===== src/source/vmul_macros.svh =====
`ifndef VMUL_MACROS_SVH
`define VMUL_MACROS_SVH

// element width in bits
`define VMUL_WIDTH 16

// bits of the fixed-point shift amount, covers 0 to width-1
`define VMUL_LOG2WIDTH 4

// elements carried by one vector instruction
`define VMUL_NUM_LANES 8

// physical multipliers, must divide the lane count
`define VMUL_NUM_MUL_LANES 2

// destination register id width
`define VMUL_REGID_WIDTH 5

// multiplier passes needed for one instruction
`define VMUL_NUM_PASSES (`VMUL_NUM_LANES / `VMUL_NUM_MUL_LANES)

`endif


===== src/source/vmul_pkg.sv =====
`default_nettype none

`include "vmul_macros.svh"

package vmul_pkg;

  // multiply flavours
  // low product is the same for signed and unsigned operands
  typedef enum logic [1:0] {
    VMUL_LO   = 2'd0,
    VMUL_HI_S = 2'd1,
    VMUL_HI_U = 2'd2,
    VMUL_FX   = 2'd3
  } vmul_op_t;

  // one vector element
  typedef logic [`VMUL_WIDTH-1:0] elem_t;

  // operand pair for one lane, streamed through the operand shifter
  typedef struct packed {
    elem_t a;
    elem_t b;
  } opnd_pair_t;

  // one group of pairs, as seen by the multiplier bank
  typedef opnd_pair_t [`VMUL_NUM_MUL_LANES-1:0] opnd_group_t;

  // instruction as issued
  typedef struct packed {
    vmul_op_t                     op;
    // arithmetic right shift applied by VMUL_FX only
    logic [`VMUL_LOG2WIDTH-1:0]   shamt;
    logic [`VMUL_REGID_WIDTH-1:0] dst;
    logic                         dst_we;
    // one bit per lane, passed through to writeback
    logic [`VMUL_NUM_LANES-1:0]   mask;
  } vmul_instr_t;

  // writeback bundle
  // data[i] belongs to lane i
  typedef struct packed {
    logic [`VMUL_REGID_WIDTH-1:0]      dst;
    logic                              we;
    logic [`VMUL_NUM_LANES-1:0]        mask;
    elem_t [`VMUL_NUM_LANES-1:0]       data;
  } vmul_wb_t;

endpackage

`default_nettype wire


===== src/source/vmul_ctrl.sv =====
`default_nettype none
`timescale 1ns/100ps

`include "vmul_macros.svh"

module vmul_ctrl (
  input  logic                         clk,
  input  logic                         rst_n,
  input  logic                         activate,
  input  vmul_pkg::vmul_instr_t        instr,
  input  logic                         squash,
  output logic                         stall,
  output logic                         load,
  output logic                         first,
  output logic                         busy,
  output vmul_pkg::vmul_op_t           lane_op,
  output logic [`VMUL_LOG2WIDTH-1:0]   lane_shamt,
  output vmul_pkg::vmul_wb_t           wb_tag
);

  import vmul_pkg::*;

  localparam int NUM_PASSES = `VMUL_NUM_PASSES;
  localparam int CNT_W = (NUM_PASSES > 1) ? $clog2(NUM_PASSES) : 1;
  // one stage per pass plus the lane register
  localparam int TAG_DEPTH = NUM_PASSES + 1;
  localparam logic [CNT_W-1:0] LAST_PASS = CNT_W'(NUM_PASSES - 1);

  // destination tag carried beside the data
  typedef struct packed {
    logic [`VMUL_REGID_WIDTH-1:0] dst;
    logic                         we;
    logic [`VMUL_NUM_LANES-1:0]   mask;
  } tag_t;

  logic                       accept;
  logic                       mask_empty;
  logic                       active_q;
  logic                       first_q;
  logic [CNT_W-1:0]           pass_q;
  vmul_op_t                   op_q;
  logic [`VMUL_LOG2WIDTH-1:0] shamt_q;
  tag_t                       entry_tag;
  tag_t [TAG_DEPTH:1]         tag_q;

  // kill the write enable of a tag moving down the line
  function automatic tag_t squash_tag(tag_t t, logic kill);
    tag_t r;
    r = t;
    r.we = t.we & ~kill;
    return r;
  endfunction

  assign mask_empty = ~|instr.mask;

  // stall holds issue until the last group is in the multipliers
  assign stall  = active_q && (pass_q != LAST_PASS);
  assign accept = activate && !stall;

  assign load  = accept;
  // group 0 comes straight from the operand ports
  assign first = first_q;
  // lanes and both shifters advance for every pass
  assign busy  = active_q;

  // pass counter
  // an empty mask starts at the last pass so no stall is raised
  always_ff @(posedge clk)
  begin
    if (!rst_n)
    begin
      active_q <= 1'b0;
      first_q  <= 1'b0;
      pass_q   <= '0;
    end
    else
    begin
      first_q <= accept;
      if (accept)
      begin
        active_q <= 1'b1;
        pass_q   <= mask_empty ? LAST_PASS : '0;
      end
      else if (active_q)
      begin
        if (pass_q == LAST_PASS)
          active_q <= 1'b0;
        else
          pass_q <= pass_q + 1'b1;
      end
    end
  end

  // op and shift amount of the instruction in the multipliers
  always_ff @(posedge clk)
  begin
    if (accept)
    begin
      op_q    <= instr.op;
      shamt_q <= instr.shamt;
    end
  end

  assign lane_op    = op_q;
  assign lane_shamt = shamt_q;

  assign entry_tag.dst  = instr.dst;
  assign entry_tag.we   = accept & instr.dst_we;
  assign entry_tag.mask = instr.mask;

  // tag delay line
  // empty-mask tags enter near the end and leave one cycle later
  always_ff @(posedge clk)
  begin
    if (!rst_n)
      tag_q <= '0;
    else
    begin
      tag_q[1]    <= entry_tag;
      tag_q[1].we <= entry_tag.we & ~mask_empty;
      for (int k = 2; k <= TAG_DEPTH; k++)
        tag_q[k] <= squash_tag(tag_q[k-1], squash);
      if (accept && mask_empty)
        tag_q[NUM_PASSES] <= entry_tag;
    end
  end

  assign wb_tag.dst  = tag_q[TAG_DEPTH].dst;
  assign wb_tag.we   = tag_q[TAG_DEPTH].we;
  assign wb_tag.mask = tag_q[TAG_DEPTH].mask;
  // result data is merged in at the top level
  assign wb_tag.data = '0;

endmodule

`default_nettype wire


===== src/source/velmshifter.sv =====
`default_nettype none
`timescale 1ns/100ps

// chain of element groups
// group 0 sits at the low end of par_in and par_out
module velmshifter #(
  parameter int  NUM_GROUPS = 4,
  parameter int  GROUP_SIZE = 2,
  parameter type elem_type  = logic
) (
  input  logic                                  clk,
  input  logic                                  rst_n,
  input  logic                                  load,
  input  logic                                  shift,
  input  elem_type [GROUP_SIZE-1:0]             shift_in,
  input  elem_type [NUM_GROUPS*GROUP_SIZE-1:0]  par_in,
  output elem_type [NUM_GROUPS*GROUP_SIZE-1:0]  par_out
);

  // one row per group
  elem_type [NUM_GROUPS-1:0][GROUP_SIZE-1:0] grp_q;

  // load wins over shift
  // a shift moves every group one step toward group 0
  always_ff @(posedge clk)
  begin
    if (!rst_n)
      grp_q <= '0;
    else if (load)
      grp_q <= par_in;
    else if (shift)
    begin
      for (int g = 0; g < NUM_GROUPS - 1; g++)
        grp_q[g] <= grp_q[g+1];
      // new group enters at the top
      grp_q[NUM_GROUPS-1] <= shift_in;
    end
  end

  assign par_out = grp_q;

endmodule

`default_nettype wire


===== src/source/vlane_mulshift.sv =====
`default_nettype none
`timescale 1ns/100ps

`include "vmul_macros.svh"

module vlane_mulshift (
  input  logic                        clk,
  input  logic                        rst_n,
  input  logic                        en,
  input  vmul_pkg::elem_t             a,
  input  vmul_pkg::elem_t             b,
  input  vmul_pkg::vmul_op_t          op,
  input  logic [`VMUL_LOG2WIDTH-1:0]  shamt,
  output vmul_pkg::elem_t             result
);

  import vmul_pkg::*;

  localparam int W = `VMUL_WIDTH;

  logic                       is_signed;
  logic signed [W:0]          a_ext;
  logic signed [W:0]          b_ext;
  logic signed [2*W+1:0]      prod_full;
  logic [2*W-1:0]             prod_q;
  vmul_op_t                   op_q;
  logic [`VMUL_LOG2WIDTH-1:0] shamt_q;
  logic signed [2*W-1:0]      fx_shifted;

  // only the unsigned high product treats operands as unsigned
  assign is_signed = (op != VMUL_HI_U);

  // one extra bit turns both cases into a signed multiply
  assign a_ext = {is_signed & a[W-1], a};
  assign b_ext = {is_signed & b[W-1], b};
  assign prod_full = a_ext * b_ext;

  // the true product always fits in 2W bits
  always_ff @(posedge clk)
  begin
    if (en)
      prod_q <= prod_full[2*W-1:0];
  end

  // op and shift amount follow the product into the register stage
  always_ff @(posedge clk)
  begin
    if (!rst_n)
    begin
      op_q    <= VMUL_LO;
      shamt_q <= '0;
    end
    else if (en)
    begin
      op_q    <= op;
      shamt_q <= shamt;
    end
  end

  assign fx_shifted = $signed(prod_q) >>> shamt_q;

  // result selection after the register
  always_comb
  begin
    case (op_q)
      VMUL_LO:   result = prod_q[W-1:0];
      VMUL_HI_S: result = prod_q[2*W-1:W];
      VMUL_HI_U: result = prod_q[2*W-1:W];
      VMUL_FX:   result = fx_shifted[W-1:0];
      default:   result = prod_q[W-1:0];
    endcase
  end

endmodule

`default_nettype wire


===== src/source/vmul_unit.sv =====
`default_nettype none
`timescale 1ns/100ps

`include "vmul_macros.svh"

module vmul_unit (
  input  logic                                     clk,
  input  logic                                     rst_n,
  input  logic                                     activate,
  input  vmul_pkg::vmul_instr_t                    instr,
  input  vmul_pkg::elem_t [`VMUL_NUM_LANES-1:0]    opa,
  input  vmul_pkg::elem_t [`VMUL_NUM_LANES-1:0]    opb,
  input  logic                                     squash,
  output logic                                     stall,
  output vmul_pkg::vmul_wb_t                       wb
);

  import vmul_pkg::*;

  localparam int NUM_LANES  = `VMUL_NUM_LANES;
  localparam int NUM_MUL    = `VMUL_NUM_MUL_LANES;
  localparam int NUM_PASSES = `VMUL_NUM_PASSES;

  logic                                load;
  logic                                first;
  logic                                busy;
  vmul_op_t                            lane_op;
  logic [`VMUL_LOG2WIDTH-1:0]          lane_shamt;
  vmul_wb_t                            wb_tag;
  opnd_pair_t [NUM_LANES-1:0]          opnd_pairs;
  opnd_pair_t [NUM_LANES-1:0]          opnd_buf;
  opnd_group_t                         mul_group;
  elem_t [NUM_MUL-1:0]                 lane_result;
  elem_t [NUM_LANES-NUM_MUL-1:0]       result_buf;

  // pair up operands lane by lane
  always_comb
  begin
    for (int i = 0; i < NUM_LANES; i++)
    begin
      opnd_pairs[i].a = opa[i];
      opnd_pairs[i].b = opb[i];
    end
  end

  vmul_ctrl vmul_ctrl_inst (
    .clk        (clk),
    .rst_n      (rst_n),
    .activate   (activate),
    .instr      (instr),
    .squash     (squash),
    .stall      (stall),
    .load       (load),
    .first      (first),
    .busy       (busy),
    .lane_op    (lane_op),
    .lane_shamt (lane_shamt),
    .wb_tag     (wb_tag)
  );

  // holds the groups still waiting for a multiplier
  velmshifter #(
    .NUM_GROUPS (NUM_PASSES),
    .GROUP_SIZE (NUM_MUL),
    .elem_type  (opnd_pair_t)
  ) opnd_shifter (
    .clk      (clk),
    .rst_n    (rst_n),
    .load     (load),
    .shift    (busy),
    .shift_in ('0),
    .par_in   (opnd_pairs),
    .par_out  (opnd_buf)
  );

  // group 0 straight from the ports, later groups from the bottom of the shifter
  assign mul_group = first ? opnd_pairs[NUM_MUL-1:0] : opnd_buf[NUM_MUL-1:0];

  for (genvar k = 0; k < NUM_MUL; k++)
  begin : gen_lane
    vlane_mulshift vlane_mulshift_inst (
      .clk    (clk),
      .rst_n  (rst_n),
      .en     (busy),
      .a      (mul_group[k].a),
      .b      (mul_group[k].b),
      .op     (lane_op),
      .shamt  (lane_shamt),
      .result (lane_result[k])
    );
  end

  // finished groups enter at the top and sink toward group 0
  // the last group never enters, it is taken from the lane outputs
  velmshifter #(
    .NUM_GROUPS (NUM_PASSES - 1),
    .GROUP_SIZE (NUM_MUL),
    .elem_type  (elem_t)
  ) result_shifter (
    .clk      (clk),
    .rst_n    (rst_n),
    .load     (1'b0),
    .shift    (busy),
    .shift_in (lane_result),
    .par_in   ('0),
    .par_out  (result_buf)
  );

  // at writeback groups 0 to P-2 sit in the result shifter
  // and the last group is still on the lane outputs
  always_comb
  begin
    wb.dst  = wb_tag.dst;
    wb.we   = wb_tag.we;
    wb.mask = wb_tag.mask;
    for (int i = 0; i < NUM_LANES - NUM_MUL; i++)
      wb.data[i] = result_buf[i];
    for (int k = 0; k < NUM_MUL; k++)
      wb.data[NUM_LANES-NUM_MUL+k] = lane_result[k];
  end

endmodule

`default_nettype wire


===== config.mk =====
export PLATFORM = sky130hd
export DESIGN_NAME = vmul_unit
export DESIGN_NICKNAME = d
export VERILOG_FILES = /design/src/source/vmul_pkg.sv /design/src/source/vmul_ctrl.sv /design/src/source/velmshifter.sv /design/src/source/vlane_mulshift.sv /design/src/source/vmul_unit.sv
export VERILOG_INCLUDE_DIRS = /design/src /design/src/source
export SDC_FILE = /design/constraint.sdc
export NUM_CORES = 2
export LEC_CHECK = 0
export BUFFER_PORTS_ARGS = -buffer_cell sky130_fd_sc_hd__buf_2
export CORE_AREA = 2 2 263 330
export CTS_CLUSTER_DIAMETER = 60
export DETAILED_ROUTE_END_ITERATION = 7
export DIE_AREA = 0 0 265 332
export PLACE_DENSITY = 0.69
export SLEW_MARGIN = 20
export SYNTH_ARGS = -nofsm -noshare
export SYNTH_HDL_FRONTEND = slang
export SYNTH_SLANG_ARGS = --single-unit

===== constraint.sdc =====
create_clock -name clk -period 13 [get_ports clk]
set_input_delay 1.3 -clock clk [delete_from_list [all_inputs] [get_ports clk]]
set_output_delay 1.3 -clock clk [all_outputs]
set_load 0.05 [all_outputs]

Word-level counts from Yosys, hierarchy flattened

Cells that the tools add are included.

Word-level logic and storage cells: 92
Register bits: 502
Input port bits: 280
Output and inout port bits: 143

Shift operators: 2
Reductions and logical operators: 10
Eq/ne operators: 7
Multiplexer cells: 13
Multipliers: 2
Bitwise gates (word level): 11
Add/subtract/negate cells: 1

Operator list:

| operator                                                                | number |
|---|---|
| 256-bit 2-to-1 mux                                                      | 2 |
| 16-bit case mux with 3 select lines                                     | 2 |
| 17-bit by 17-bit multiplier with 32-bit output                          | 2 |
| 64-bit 2-to-1 mux                                                       | 1 |
| 32-bit by 4-bit >>> shifter with 16-bit output                          | 2 |
| 14-bit 2-to-1 mux                                                       | 1 |
| 1-bit bitwise AND                                                       | 10 |
| 2-bit 2-to-1 mux                                                        | 4 |
| 8-bit OR reduction                                                      | 1 |
| 2-bit equality test, second input constant                              | 3 |
| 2-bit inequality test, second input constant                            | 2 |
| 1-bit logical AND                                                       | 3 |
| 1-bit 2-to-1 mux                                                        | 3 |
| 2-bit by 1-bit adder with 2-bit output, second input constant           | 1 |
| 2-bit by 1-bit equality test with 1-bit output, second input constant   | 1 |
| 1-bit logical NOT                                                       | 2 |
| 2-bit logical NOT                                                       | 1 |
| 2-bit by 1-bit inequality test with 1-bit output, second input constant | 1 |
| 2-bit AND reduction                                                     | 1 |
| 2-bit nonzero test                                                      | 1 |
| 2-bit OR reduction                                                      | 1 |
| 1-bit inverter                                                          | 1 |

Logic depth before layout (Yosys ltp)

Depth in word-level cells: 6
Gate-level depth with buffers: 27
Depth with buffers taken out: 25

Cells and area by module

From an unflattened synthesis, not the netlist that was laid out.

Cells, all modules: 4778
Area, all modules: 49040.8 um^2

By module, submodules not included:

| module                                           | area each (um^2) | seq. area each (um^2) | cells each | instances |
|---|---|---|---|---|
| velmshifter (opnd_shifter)                       | 13215.2          | 5124.9                | 1136       | 1 |
| vlane_mulshift (gen_lane[0].vlane_mulshift_inst) | 13193.9          | 1081.0                | 1411       | 1 |
| vlane_mulshift (gen_lane[1].vlane_mulshift_inst) | 13133.8          | 1081.0                | 1400       | 1 |
| velmshifter (result_shifter)                     | 4977.3           | 1921.8                | 427        | 1 |
| vmul_ctrl                                        | 3439.5           | 1661.6                | 332        | 1 |
| vmul_unit                                        | 1081.0           | 0.0                   | 72         | 1 |

Worst setup path after synthesis

Ideal clock, no wire load.

Path kind: input -> register
Start point: input port opa[15] (netlist bit)
End point: register gen_lane[0].vlane_mulshift_inst.prod_q[31] (data pin)
Path slack: 5.731 ns
Arrival time: 7.006 ns
Stages: 23
Cell sequence: mux2i_1 > nor2_1 > nand2_1 > inv_1 > fa_1 > inv_1 > fa_1 > inv_1 > fa_1 > fa_1 > fa_1 > inv_1 > fa_1 > inv_1 > ha_1 > a21o_1 > a21oi_1 > o21ai_0 > o41ai_1 > o22a_1 > o211ai_1 > o31ai_1 > xnor2_1

Word-level cells in the longest chain between the ends: 3

RTL lines:

| item                                                    | line                 | text |
|---|---|---|
| start, declared                                         | vmul_unit.sv:11      | `` input vmul_pkg::elem_t [`VMUL_NUM_LANES-1:0] opa, `` |
| 64-bit 2-to-1 mux *                                     | vmul_unit.sv:77      | `assign mul_group = first ? opnd_pairs[NUM_MUL-1:0] : opnd_buf[NUM_MUL-1:0];` |
| 1-bit bitwise AND                                       | vlane_mulshift.sv:34 | `assign a_ext = {is_signed & a[W-1], a};` |
| 17-bit by 17-bit multiplier with 32-bit output *        | vlane_mulshift.sv:36 | `assign prod_full = a_ext * b_ext;` |
| named net gen_lane[0].vlane_mulshift_inst.prod_full[31] | vlane_mulshift.sv:24 | `logic signed [2*W+1:0] prod_full;` |
| end signal, assigned                                    | vlane_mulshift.sv:42 | `prod_q <= prod_full[2*W-1:0];` |
| end, declared                                           | vlane_mulshift.sv:25 | `logic [2*W-1:0] prod_q;` |

The timed path passes the listed nets; every way through them passes the cells marked *.
A chain may end at the register's enable or synchronous reset.

Final worst setup path

Start point: register vmul_ctrl_inst.first_q, in the netlist vmul_ctrl_inst.first
End point: register gen_lane[0].vlane_mulshift_inst.prod_q[31] (data pin)

Word-level cells in the longest chain between the ends: 3

RTL lines:

| item                                                    | line                                       | text |
|---|---|---|
| start, declared                                         | vmul_ctrl.sv:39                            | `logic first_q;` |
| start signal, assigned                                  | vmul_ctrl.sv:78                            | `first_q <= accept;` |
| 64-bit 2-to-1 mux *                                     | vmul_unit.sv:77                            |  |
| 1-bit bitwise AND, on equally long branches             | vlane_mulshift.sv:34, vlane_mulshift.sv:35 |  |
| 17-bit by 17-bit multiplier with 32-bit output *        | vlane_mulshift.sv:36                       |  |
| named net gen_lane[0].vlane_mulshift_inst.prod_full[31] | vlane_mulshift.sv:24                       |  |

Marks and branches as above.

==> key figures <==
Route
  • Final ANT Viol Nets: 0
  • WL per Instance: around 19 um
  • Iter 0 DRT Violations: 2564
  • # DRC: 0
  • Drt pass-1 iters: 5
  • Mean number of vias per cell: ~5.5
  • Routed Wire Length: around 110 mm
  • Routed vias: ~33000

Die
  • Total core area: ~85000 um^2
  • Starting Density: 0.4971
  • Die Span X: around 270 um
  • Site Rows: 120
  • Die ar.: slightly below 90000 um^2
  • IO Count: 423
  • Die height: 332 um

Placement
  • Detail Placement HPWL: roughly 88 mm
  • Placed Instances: between 5000 and 6000
  • Input/output buffers: between 400 and 500
  • Placer's final routability congestion estimate: just under 1

Clock network
  • Clock-pin slew on the worst setup and hold paths: about 60 ps
  • CTS buffer count: 54
  • Worst-Skew Late Latency: ~650 ps
  • CTS tree: built
  • Post-CTS Setup Bufs: 0
  • H-Tree Level Count: 2
  • Post-CTS Hold Fix Bufs: 0
  • CTS Sinks: between 500 and 600
  • Post-CTS sizing: 0
  • CTS Root Cell: clkbuf_16
  • CTS max path bufs: 3

Worst setup path
  • Worst-path fanout max: between 40 and 50
  • Startpoint types: flop
  • WS Path Type: reg -> reg
  • Critical Path RT: 13380 ps
  • Worst EP arrival: between 8000 and 9000 ps
  • Crit end category: flop
  • R2R Setup Slk: roughly 5100 ps

Timing
  • Hold Slack: around 430 ps
  • Final period utilization: 0.6056
  • Setup Viol. Count Final: 0
  • Max Freq: 0.1270 GHz
  • Unrepaired setup endpoints after global routing: false
  • Final Max Slew Viols: 0
  • Worst Max-Slew Pin Slew: between 1000 and 1500 ps
  • Relative slew margins: 0.2661
  • Final hold viol count: 0
  • Period minus WS final: between 7000 and 8000 ps
  • Setup TNS: 0 ps
  • Max Clock Skew: 33.99 ps

Yosys
  • Syn Area/Cell: between 9 and 10 um^2
  • Synth Cell Area: about 42000 um^2
  • Post-synthesis sequential area ratio: 0.2545
  • Yosys top cell area share: 0.2673
  • Post-synthesis instance total: approximately 4600
  • Post-synth EDFFs: 70
  • Syn nets: approximately 5600
  • Ys async rst share: 0
  • Distinct cell type count after synthesis: 64
  • Area leader, netlist: fa_1
  • Synth Warn #: 0
  • Ys flop type: dfxtp_1
  • Main area contributors after synthesis: fa_1 27%, dfxtp_1 20%, nand2_1 6.6%
  • FF+latch count, synth: 502

Layout
  • Share of cells above drive strength 1: 0.1468
  • Post-layout util: 0.5518
  • Synth-to-layout area growth: 11.00%
  • FILL cells: between 7000 and 8000
  • Non-Filler Instances: ~6000
  • Final nets: 5854

Global routing
  • Vias in the first global route: roughly 33000
  • Total track usage: 0.2571
  • First-pass GRT wire length: ~180 mm
  • Largest net degree at the start of global routing: between 100 and 150
  • Initial antenna violation count: 10
  • Gr ovfl total: 0

Outcome
  • Status: finished clean

Min path
  • Type of the worst min-delay path: reg -> reg

Pwr
  • LEAKAGE: 0.02173 uW
  • Tot Pwr: 7385 uW
  • Power Dens Cells: about 160 nW/um^2
  • Peak supply drop: between 100 and 150 uV

Flow run
  • Max cap viols: 0
## synthesized netlist by cell type, types with 24 or more instances
cell type	count
and2_1	59
clkbuf_1	193
edfxtp_1	70
nand2_1	740
a311oi_1	192
nor2b_1	24
nor2_1	617
a22o_1	64
mux4_2	56
o21ai_1	41
fa_1	564
a21oi_1	68
buf_2	24
mux2i_1	186
inv_1	673
mux2_2	72
dfxtp_1	432
xnor2_1	59
ha_1	167
## power breakdown
part	internal, uW	switching [uW]	total [uW]
sequential	1870	177	2050
combinational	1550	2280	3830
clock	836	671	1510
total	4250	3130	7390
## path summary, 6_finish.rpt
check        depth (start not counted)                startpoint                                    endpoint
max reg2reg                         22      vmul_ctrl_inst.first  gen_lane[0].vlane_mulshift_inst.prod_q[31]
min reg2reg                          1  vmul_ctrl_inst.tag_q[50]                  vmul_ctrl_inst.wb_tag[136]
max                                 22      vmul_ctrl_inst.first  gen_lane[0].vlane_mulshift_inst.prod_q[31]
min                                  1  vmul_ctrl_inst.tag_q[50]                  vmul_ctrl_inst.wb_tag[136]
## area by class of cell
cell class,instances,area (um^2),share of cell area
diodes,2,5.005,0.0001067
clock buffers,71,1515,0.03231
clock inverters,26,236.5,0.005043
inverters,675,2546,0.05430
multi-input cells,3136,27930,0.5956
flip-flops and latches,502,10770,0.2296
well taps,1098,1374,0.02930
repair buffers,474,2522,0.05379
## metal layers
| layer | GRT usage | up-vias | wire length, um |
|---|---|---|---|
| met1 | 0.3377 | 15860 | 47350 |
| met4 | 0.09785 | 16 | 4728 |
| met5 | 0 | - | 87 |
| li1 | - | 15280 | - |
| met2 | 0.4217 | 1341 | 52070 |
| met3 | 0.04901 | 277 | 8615 |
## kinds of logic after synthesis
kind of cell,synth area share
AO/OA/AOI/OAI,0.09143
flip-flops,0.2545
adder cells (fa/ha/maj),0.3167
multiplexers,0.09365
buffers and inverters,0.08539
AND/OR/NAND/NOR,0.1426
XOR/XNOR,0.01576
## critical path, stage by stage, from the launching register on
cell and delay (ps):
dfxtp_4 610, buf_4 610, mux2i_1 940, nor2_1 150, fa_1 590, inv_1 140, fa_1 500, inv_1 50
fa_1 480, fa_1 510, fa_1 490, inv_1 50, fa_1 470, inv_1 40, ha_1 340, a21o_1 200
a21oi_1 220, o21ai_0 120, o41ai_1 360, o22a_1 190, o211ai_1 130, o31ai_1 270, xnor2_1 110
## metrics by stage
step	setup WS, ps	cell area, um^2
2_1_floorplan	5731	42250
3_3_place_gp	5032	45100
3_5_place_dp	4908	45100
4_1_cts	5134	46850
5_1_grt	4645	46890
6_report	5127	46890
## cells in the final DEF (no fill, tap or decap), types with 14 or more instances in the layout
master and count:
nand2_1 739, fa_1 564, a22o_1 64, a21oi_1 68, nor3_1 14, and3_1 14, and2_1 59, o21ai_1 41
nor2_1 615, a211oi_1 20, a311oi_1 192, nor2b_1 24, mux2_2 72, ha_1 166, o21ai_0 23, xor2_1 17
xnor2_1 59, edfxtp_1 70, inv_1 674, dfxtp_1 426, buf_4 51, a22oi_1 20, buf_2 422, mux4_2 56
mux2i_1 183, clkbuf_16 54
## state kept, by name, indices dropped and copies added, names as in the netlist
register,cells
gen_lane.vlane_mulshift_inst.op_q,2
gen_lane.vlane_mulshift_inst.prod_q,64
gen_lane.vlane_mulshift_inst.shamt_q,4
opnd_shifter.par_out,256
result_shifter.par_out,96
vmul_ctrl_inst.busy,1
vmul_ctrl_inst.first,1
vmul_ctrl_inst.lane_op,2
vmul_ctrl_inst.lane_shamt,4
vmul_ctrl_inst.pass_q,2
vmul_ctrl_inst.tag_q,56
vmul_ctrl_inst.wb_tag,14
Power figures use the tool's default switching activity.
